### src/gray_pkg.sv
// Gray position decoder shared definitions
// Prefix structure selector and the sizes used across the design
// and by the receiver model on the output link

package gray_pkg;

	// Sensor word
	localparam int WIDTH = 12; // Gray sample width in bits
	localparam int PREFIX_LEVELS = $clog2(WIDTH); // Depth of a log prefix tree

	// Output link
	localparam int CREDITS = 4; // Receiver buffer slots
	localparam int CREDIT_W = $clog2(CREDITS + 1); // Holds 0 to CREDITS

	// Internal sample queue
	localparam int QUEUE_DEPTH = 4;
	localparam int QUEUE_PTR_W = $clog2(QUEUE_DEPTH); // Read and write pointers
	localparam int QUEUE_CNT_W = $clog2(QUEUE_DEPTH + 1); // Fill level up to full

	// Area versus depth of the prefix XOR network
	typedef enum logic [1:0] {
		SLOW   = 2'b00, // Serial chain
		MEDIUM = 2'b01, // Brent-Kung
		FAST   = 2'b10  // Sklansky
	} speed_e;

endpackage

### src/sample_if.sv
// Decoded sample channel from position tracker to credit sender
// Valid/ready handshake, one sample moves when both are high

interface sample_if;

	logic valid; // Sample held by tracker
	logic ready; // Queue has room
	logic [gray_pkg::WIDTH-1:0] position; // Binary position
	logic signed [gray_pkg::WIDTH-1:0] delta; // Movement since last sample
	logic glitch; // More than one Gray bit changed

	modport producer (
		output valid, position, delta, glitch,
		input  ready
	);

	modport consumer (
		input  valid, position, delta, glitch,
		output ready
	);

endinterface

### src/gray_to_bin.sv
// Gray to binary converter
// Each binary bit is the XOR of all Gray bits at or above it. This is a
// prefix XOR over the bit reversed word, built as Sklansky, Brent-Kung
// or a serial chain depending on speed. Purely combinational

module gray_to_bin #(
	parameter gray_pkg::speed_e speed = gray_pkg::FAST // Prefix structure
) (
	input  logic [gray_pkg::WIDTH-1:0] gray,
	output logic [gray_pkg::WIDTH-1:0] bin
);

	logic [gray_pkg::WIDTH-1:0] gray_rev; // MSB now at bit 0
	logic [gray_pkg::WIDTH-1:0] bin_rev;  // Prefix XOR result, still reversed

	// Reverse in and out around the prefix network
	for (genvar i = 0; i < gray_pkg::WIDTH; i++) begin : g_rev
		assign gray_rev[i] = gray[gray_pkg::WIDTH-1-i];
		assign bin[i] = bin_rev[gray_pkg::WIDTH-1-i];
	end

	if (speed == gray_pkg::FAST) begin : g_sklansky
		// Row l holds the network after level l
		logic [gray_pkg::PREFIX_LEVELS:0][gray_pkg::WIDTH-1:0] pt;

		assign pt[0] = gray_rev;

		for (genvar l = 1; l <= gray_pkg::PREFIX_LEVELS; l++) begin : g_level
			for (genvar i = 0; i < gray_pkg::WIDTH; i++) begin : g_bit
				if ((i / 2**(l-1)) % 2 == 1) begin : g_black
					// Upper half of a block takes the last bit of the lower half
					assign pt[l][i] = pt[l-1][i]
						^ pt[l-1][(i / 2**(l-1)) * 2**(l-1) - 1];
				end else begin : g_white
					assign pt[l][i] = pt[l-1][i]; // Pass through
				end
			end
		end

		assign bin_rev = pt[gray_pkg::PREFIX_LEVELS];

	end else if (speed == gray_pkg::MEDIUM) begin : g_brent_kung
		// Up-sweep rows 1..L then down-sweep rows L+1..2L-1
		logic [2*gray_pkg::PREFIX_LEVELS-1:0][gray_pkg::WIDTH-1:0] pt;

		assign pt[0] = gray_rev;

		// Block sums land on the last bit of each 2**l block
		for (genvar l = 1; l <= gray_pkg::PREFIX_LEVELS; l++) begin : g_up
			for (genvar i = 0; i < gray_pkg::WIDTH; i++) begin : g_bit
				if ((i + 1) % 2**l == 0) begin : g_black
					assign pt[l][i] = pt[l-1][i] ^ pt[l-1][i - 2**(l-1)];
				end else begin : g_white
					assign pt[l][i] = pt[l-1][i];
				end
			end
		end

		// Fill in the middle bits with shrinking distance
		for (genvar r = gray_pkg::PREFIX_LEVELS + 1; r < 2*gray_pkg::PREFIX_LEVELS;
				r++) begin : g_down
			for (genvar i = 0; i < gray_pkg::WIDTH; i++) begin : g_bit
				if ((i + 1) % 2**(2*gray_pkg::PREFIX_LEVELS - r)
						== 2**(2*gray_pkg::PREFIX_LEVELS - r - 1)
						&& i >= 2**(2*gray_pkg::PREFIX_LEVELS - r)) begin : g_black
					assign pt[r][i] = pt[r-1][i]
						^ pt[r-1][i - 2**(2*gray_pkg::PREFIX_LEVELS - r - 1)];
				end else begin : g_white
					assign pt[r][i] = pt[r-1][i];
				end
			end
		end

		assign bin_rev = pt[2*gray_pkg::PREFIX_LEVELS-1];

	end else begin : g_serial
		logic [gray_pkg::WIDTH-1:0] pt; // Ripple chain, WIDTH-1 gates deep

		assign pt[0] = gray_rev[0];
		for (genvar i = 1; i < gray_pkg::WIDTH; i++) begin : g_bit
			assign pt[i] = pt[i-1] ^ gray_rev[i];
		end

		assign bin_rev = pt;
	end

endmodule

### src/position_tracker.sv
// Position tracker
// Accepts one Gray word per handshake, converts it to binary and
// registers position, signed delta to the previous word and a glitch
// flag for multi-bit Gray changes. One register stage to the sample

module position_tracker #(
	parameter gray_pkg::speed_e speed = gray_pkg::FAST
) (
	input  logic clk,
	input  logic rst_n,
	input  logic in_valid,
	input  logic [gray_pkg::WIDTH-1:0] in_gray,
	output logic in_ready,
	sample_if.producer smp
);

	logic [gray_pkg::WIDTH-1:0] bin_now;   // Converted input word
	logic [gray_pkg::WIDTH-1:0] prev_gray; // Last accepted Gray word
	logic [gray_pkg::WIDTH-1:0] gray_diff; // Changed Gray bits
	logic have_prev; // A word was accepted since reset
	logic accept;

	gray_to_bin #(
		.speed(speed)
	) i_conv (
		.gray(in_gray),
		.bin (bin_now)
	);

	// Output register empty or draining this cycle
	assign in_ready = !smp.valid || smp.ready;
	assign accept = in_valid && in_ready;
	assign gray_diff = in_gray ^ prev_gray;

	always_ff @(posedge clk) begin
		if (!rst_n) begin
			smp.valid <= 1'b0;
			have_prev <= 1'b0;
		end else begin
			if (accept) begin
				smp.valid <= 1'b1;
				have_prev <= 1'b1;
			end else if (smp.ready) begin
				smp.valid <= 1'b0; // Taken by sender
			end
		end
	end

	// Payload and history
	// smp.position doubles as the previous position
	always_ff @(posedge clk) begin
		if (accept) begin
			smp.position <= bin_now;
			smp.delta <= have_prev ? bin_now - smp.position : '0; // Wraps mod 2**WIDTH
			// x & (x-1) clears the lowest set bit, so nonzero means two or more
			smp.glitch <= have_prev && ((gray_diff & (gray_diff - 1'b1)) != '0);
			prev_gray <= in_gray;
		end
	end

	// Held sample must not change until the sender takes it
	a_hold_stable: assert property (@(posedge clk) disable iff (!rst_n)
		smp.valid && !smp.ready |=> smp.valid && $stable(smp.position)
			&& $stable(smp.delta) && $stable(smp.glitch));

endmodule

### src/credit_sender.sv
// Credit sender
// Queues decoded samples and sends them on the output link, one
// out_valid pulse per sample, only while receiver credits remain.
// credit_return restores one credit per freed receiver slot

module credit_sender (
	input  logic clk,
	input  logic rst_n,
	sample_if.consumer smp,
	input  logic credit_return,
	output logic out_valid,
	output logic [gray_pkg::WIDTH-1:0] out_position,
	output logic signed [gray_pkg::WIDTH-1:0] out_delta,
	output logic out_glitch
);

	logic [2*gray_pkg::WIDTH:0] mem [gray_pkg::QUEUE_DEPTH]; // {glitch, delta, position}
	logic [gray_pkg::QUEUE_PTR_W-1:0] wr_ptr;
	logic [gray_pkg::QUEUE_PTR_W-1:0] rd_ptr;
	logic [gray_pkg::QUEUE_CNT_W-1:0] count; // Queue fill level
	logic [gray_pkg::CREDIT_W-1:0] credits;  // Free receiver slots
	logic push;
	logic pop;

	assign smp.ready = count != gray_pkg::QUEUE_DEPTH; // Low only when full
	assign push = smp.valid && smp.ready;
	assign pop = (count != '0) && (credits != '0); // Send head whenever allowed

	// Head of queue straight onto the link
	assign out_valid = pop;
	assign {out_glitch, out_delta, out_position} = mem[rd_ptr];

	always_ff @(posedge clk) begin
		if (push) begin
			mem[wr_ptr] <= {smp.glitch, smp.delta, smp.position};
		end
	end

	always_ff @(posedge clk) begin
		if (!rst_n) begin
			wr_ptr <= '0;
			rd_ptr <= '0;
			count <= '0;
			credits <= gray_pkg::CREDIT_W'(gray_pkg::CREDITS); // Receiver starts empty
		end else begin
			if (push) begin
				wr_ptr <= (wr_ptr == gray_pkg::QUEUE_DEPTH - 1) ? '0 : wr_ptr + 1'b1;
			end
			if (pop) begin
				rd_ptr <= (rd_ptr == gray_pkg::QUEUE_DEPTH - 1) ? '0 : rd_ptr + 1'b1;
			end
			case ({push, pop})
				2'b10: count <= count + 1'b1;
				2'b01: count <= count - 1'b1;
				default: count <= count; // Both or neither
			endcase
			case ({pop, credit_return}) // Spend and return may coincide
				2'b10: credits <= credits - 1'b1;
				2'b01: credits <= credits + 1'b1;
				default: credits <= credits;
			endcase
		end
	end

	// Receiver never returns more than it was sent
	a_credit_max: assert property (@(posedge clk) disable iff (!rst_n)
		credits <= gray_pkg::CREDITS);

	// Last credit spent and none back, so the link goes quiet
	a_no_send_empty: assert property (@(posedge clk) disable iff (!rst_n)
		out_valid && credits == 1 && !credit_return |=> !out_valid);

	// Fill level beyond depth means a push into a full queue
	a_no_push_full: assert property (@(posedge clk) disable iff (!rst_n)
		count <= gray_pkg::QUEUE_DEPTH);

endmodule

### src/gray_decoder_top.sv
// Gray-coded absolute position decoder
// Valid/ready sensor input, tracker and credit based output link.
// Minimum latency of two cycles from input accept to out_valid

module gray_decoder_top #(
	parameter gray_pkg::speed_e speed = gray_pkg::FAST // Converter structure
) (
	input  logic clk,
	input  logic rst_n,
	input  logic in_valid,
	input  logic [gray_pkg::WIDTH-1:0] in_gray,
	output logic in_ready,
	input  logic credit_return,
	output logic out_valid,
	output logic [gray_pkg::WIDTH-1:0] out_position,
	output logic signed [gray_pkg::WIDTH-1:0] out_delta,
	output logic out_glitch
);

	sample_if smp (); // Tracker to sender

	position_tracker #(
		.speed(speed)
	) i_tracker (
		.clk     (clk),
		.rst_n   (rst_n),
		.in_valid(in_valid),
		.in_gray (in_gray),
		.in_ready(in_ready),
		.smp     (smp)
	);

	credit_sender i_sender (
		.clk          (clk),
		.rst_n        (rst_n),
		.smp          (smp),
		.credit_return(credit_return),
		.out_valid    (out_valid),
		.out_position (out_position),
		.out_delta    (out_delta),
		.out_glitch   (out_glitch)
	);

endmodule

### config.mk
export PLATFORM = sky130hd
export DESIGN_NAME = gray_decoder_top
export DESIGN_NICKNAME = d
export VERILOG_FILES = /design/src/gray_pkg.sv /design/src/sample_if.sv /design/src/gray_to_bin.sv /design/src/position_tracker.sv /design/src/credit_sender.sv /design/src/gray_decoder_top.sv
export SDC_FILE = /design/constraint.sdc
export NUM_CORES = 1
export LEC_CHECK = 0
export ABC_AREA = 1
export BUFFER_PORTS_ARGS = -buffer_cell sky130_fd_sc_hd__buf_4
export CORE_MARGIN = 2
export CORE_UTILIZATION = 67
export CTS_BUF_LIST = sky130_fd_sc_hd__clkbuf_2 sky130_fd_sc_hd__clkbuf_4 sky130_fd_sc_hd__clkbuf_8
export CTS_CLUSTER_DIAMETER = 50
export DETAILED_ROUTE_END_ITERATION = 10
export GPL_ROUTABILITY_DRIVEN = 0
export PLACE_DENSITY = 0.87
export SLEW_MARGIN = 20
export SYNTH_ARGS = -nofsm -noshare
export SYNTH_HDL_FRONTEND = slang
export SYNTH_SLANG_ARGS = --single-unit
### constraint.sdc
create_clock -name clk -period 7.9 [get_ports clk]
set_input_delay 1.58 -clock clk [delete_from_list [all_inputs] [get_ports clk]]
set_output_delay 1.58 -clock clk [all_outputs]
set_load 0.01 [all_outputs]
==> flow_summary.rst <==
.. list-table::
   :header-rows: 1

   * - Metric
     - Value
   * - Standard cell core area
     - 9680 sq um
   * - Count of fill cells added during filler insertion
     - 588
   * - Combined flip-flop and latch cell area
     - 4360 sq um
   * - Clock-pin slew of the registers on the worst-case setup and hold paths
     - 0.08 ns
   * - Global-route wire length before repair
     - 20500 microns
   * - Number of clock buffers inserted by TritonCTS
     - 17
   * - Vias in the first global route
     - 4341
   * - DR pass1 iterations
     - 5
   * - Worst Setup Path Type
     - flip-flop to output pin
   * - Largest buffer count on any clock path
     - 2
   * - Actual transition at the worst max-transition pin
     - 0.932 ns
   * - Combined area of all synthesized cells
     - 6590 sq um
   * - Fmax
     - 238 MHz
   * - Number of setup buffers added after CTS
     - 0
   * - Share of synthesized area occupied by flip-flops and latches
     - 66.2%
   * - Worst Reg-to-Reg Cells
     - 9
   * - CP Data Required Time
     - 6.32 ns
   * - Post-placement setup slack
     - 3.60 ns
   * - Share of the synthesized area in the top cell type
     - 61.9%
   * - Capture endpoint of the worst hold path
     - i_sender.credits[2]$_SDFFE_PN1P_
   * - Worst setup slack for register-to-register paths
     - 5.61 ns
   * - Switching power
     - 0.800 mW
   * - # rows
     - 36
   * - Vias per cell
     - 5.67
   * - Layout Nets
     - 660
   * - Setup TNS after final layout
     - 0 ns
   * - Post-cts gate resize count
     - 0
   * - Commonest non-fill, non-tap cell in the layout
     - sky130_fd_sc_hd__edfxtp_1
   * - Residual antenna-violating net count after detailed routing
     - 0
   * - Capturing point of the worst reg2reg path
     - i_sender.count[2]$_SDFFE_PN0P_
   * - Pins over their slew limit
     - 0
   * - Area Growth Syn to Fin
     - 13.6%
   * - Arrival time reported for the critical path endpoint
     - 2.62 ns
   * - Post-route DRC
     - 0
   * - Maximum number of pins on one net before global-route repair
     - 52
   * - Crit path time final
     - 4.20 ns
   * - Total inserted antenna cells
     - 0
   * - Average routed wire per standard cell
     - 16.7 microns
   * - Share of the clock period used by the worst path
     - 53.2%
   * - Kind of path behind the tightest hold check
     - flip-flop to flip-flop
   * - Startpoint of the worst hold path
     - i_sender.credits[2]$_SDFFE_PN1P_
   * - Setup repair after global routing missed its margin
     - false
   * - Total power density per cell area
     - 318 nW/um^2
   * - Via Count
     - 4370
   * - TritonCTS clock tree
     - built
   * - Count of different cell masters after synthesis
     - 28
   * - Post-DP HPWL
     - 8040 microns
   * - Category of the worst setup path capture point
     - output pin
   * - Initial Util
     - 68.1%
   * - Top_reg_cell synth
     - sky130_fd_sc_hd__edfxtp_1
   * - Combinational cell fraction of total power
     - 30.5%
   * - Share of layout cells above drive strength 1
     - 15.2%
   * - Worst flop-to-flop path startpoint
     - i_sender.count[2]$_SDFFE_PN0P_
   * - Commonest cells after routing, fill and taps aside
     - sky130_fd_sc_hd__edfxtp_1 (136), sky130_fd_sc_hd__nor2_1 (79), sky130_fd_sc_hd__nand2_1 (68), sky130_fd_sc_hd__o21ai_0 (66), sky130_fd_sc_hd__inv_1 (58)
   * - Internal power
     - 1.58 mW
   * - Worst setup SP type
     - flip-flop
   * - Port bufs
     - 42
   * - Level count of the clock H-tree
     - 4
   * - Routing usage on met2
     - 43.5%
   * - Total Wirelength
     - 12900 microns
   * - Ports
     - 43
   * - Number of sinks on the clock net
     - 150
   * - CP max FO
     - 26
   * - DR iter-0 viols
     - 316
   * - P_leak
     - 2.92 nW
   * - CTS Hold Bufs
     - 0
   * - Leading post-synthesis cells by cell area
     - sky130_fd_sc_hd__edfxtp_1 (62%), sky130_fd_sc_hd__o21ai_0 (5.0%), sky130_fd_sc_hd__nor2_1 (4.7%), sky130_fd_sc_hd__dfxtp_1 (4.3%), sky130_fd_sc_hd__nand2_1 (3.9%)
   * - Worst hold slack after final layout
     - 0.499 ns
   * - Busiest layer in global routing
     - met2
   * - Die Footprint
     - 10700 sq um
   * - Worst Clk Skew
     - 0.00919 ns
   * - Die outline width
     - 103 microns
   * - Switching power as a share of total power
     - 33.6%
   * - Number of maximum-capacitance violations
     - 0
   * - Post-synthesis cell count
     - 573
   * - Global routing usage on met3
     - 6.79%
   * - Count of state elements after synthesis
     - 150
   * - Footprint of the multi-input gates
     - 1950 sq um
   * - Worst skew pair latency
     - 0.44 ns
   * - Number of synthesis warnings
     - 0
   * - Nets in the synthesized netlist
     - 608
   * - Post-Synthesis Mean Instance Area
     - 11.5 sq um
   * - Setup violation total in the final timing report
     - 0
   * - Met1 Track Usage GR
     - 31.8%
   * - Sequential Power Share
     - 44.2%
   * - Run status
     - finished clean
   * - Post-synth ARST share
     - 0%
   * - Max IR drop VDD
     - 0.148 mV
   * - Overflow left after global routing
     - 0
   * - Minimum setup slack in the final design
     - 3.70 ns
   * - Worst slew margin
     - 37.8%
   * - Initial antenna violation count
     - 0
   * - Cell at the root of the clock tree
     - sky130_fd_sc_hd__clkbuf_8
   * - Overall track demand over capacity in global routing
     - 26.0%
   * - Number of enable flip-flop cells after synthesis
     - 136
   * - Clock network power share
     - 25.3%
   * - Top cell type by total area after synthesis
     - sky130_fd_sc_hd__edfxtp_1
   * - Worst hold path stage count
     - 1
   * - Hold Violations, Final
     - 0
   * - Die height
     - 103 microns
[cells in the mapped netlist, drive strengths merged (2+ instances only)]
cell and n:
a21oi 25, a31oi 2, clkbuf 16, dfxtp 14, edfxtp 136, fa 3, ha 16, inv 60
nand2 70, nand3 14, nand4 6, nor2 83, o21a 2, o21ai 66, o22ai 25, or2 2
xnor2 22, xor2 6
[cell families (layout without fill, tap and decap cells)]
| logic type | Yosys count | after routing | share of synthesized area [%] |
|---|---|---|---|
| buffers and inverters | 76 | 141 | 4.33 |
| and+or+nand+nor | 175 | 175 | 10.7 |
| xor gates and xnor gates | 28 | 28 | 4.46 |
| adders and majority gates | 19 | 19 | 3.95 |
| AOI/OAI and AO/OA | 125 | 125 | 10.4 |
| DFF | 150 | 150 | 66.2 |
[sequential cells by signal, indices dropped and copies added (netlist names), named ones only]
signal	flops
i_sender.wr_ptr	2
i_tracker.smp.valid	1
i_tracker.prev_gray	11
i_tracker.smp.glitch	1
i_sender.rd_ptr	2
i_sender.mem	100
i_tracker.smp.position	12
i_sender.credits	3
i_tracker.have_prev	1
i_tracker.smp.delta	12
i_sender.count	3
[worst max path at each step]
stage               slack, ns                                    end  startpoint  cells past startpoint
finish                   3.70                        out_position[9]   flip-flop                      4
CTS                      3.74                        out_position[9]   flip-flop                      4
floorplan                4.14  i_tracker.smp.delta[10]$_SDFFCE_PN0P_  in_gray[7]                     15
global route             3.46                        out_position[9]   flip-flop                      4
detailed placement       3.60   i_tracker.smp.delta[8]$_SDFFCE_PN0P_  in_gray[7]                     15
global placement         3.72   i_tracker.smp.delta[8]$_SDFFCE_PN0P_  in_gray[7]                     15
[critical path, stage by stage (launching register included)]
cell                      delay (ns)
sky130_fd_sc_hd__dfxtp_1        0.93
sky130_fd_sc_hd__inv_1          0.65
sky130_fd_sc_hd__o21ai_0        0.29
sky130_fd_sc_hd__o22ai_1        0.14
sky130_fd_sc_hd__buf_4          0.17
[layout make-up]
type	instances	share of cell area, %
inverters	60	3.01
multi-input cells	347	26.1
clock inverters	15	2.36
well taps	133	2.22
clock buffers	17	3.12
flip-flops and latches	150	58.3
repair buffers	49	4.91
[power groups by stage]
stage	clock, mW	sequential, mW	combinational [mW]
6_report	0.602	1.05	0.726
5_1_grt	0.636	1.06	0.817
4_1_cts	0.607	1.05	0.723
3_5_place_dp	0	1.07	0.712
3_3_place_gp	0	1.06	0.681
2_1_floorplan	0	1.04	0.476
[routing by layer]
layer / wire length (microns) / vias up
met5: 0 / -
met4: 346 / 0
met3: 757 / 35
met2: 6550 / 166
met1: 5200 / 2067
li1: - / 2102
[per-stage QoR]
step / instances / utilization, % / total power [mW] / area (sq um)
finish: 771 / 77.3 / 2.38 / 7490
floorplan: 573 / - / 1.51 / 6590
detailed placement: 739 / 73.1 / 1.78 / 7080
global placement: 739 / 73.1 / 1.74 / 7080
global route: 771 / 77.3 / 2.52 / 7490
CTS: 771 / 77.3 / 2.38 / 7490
No activity file was read; power rests on OpenSTA's default activity.
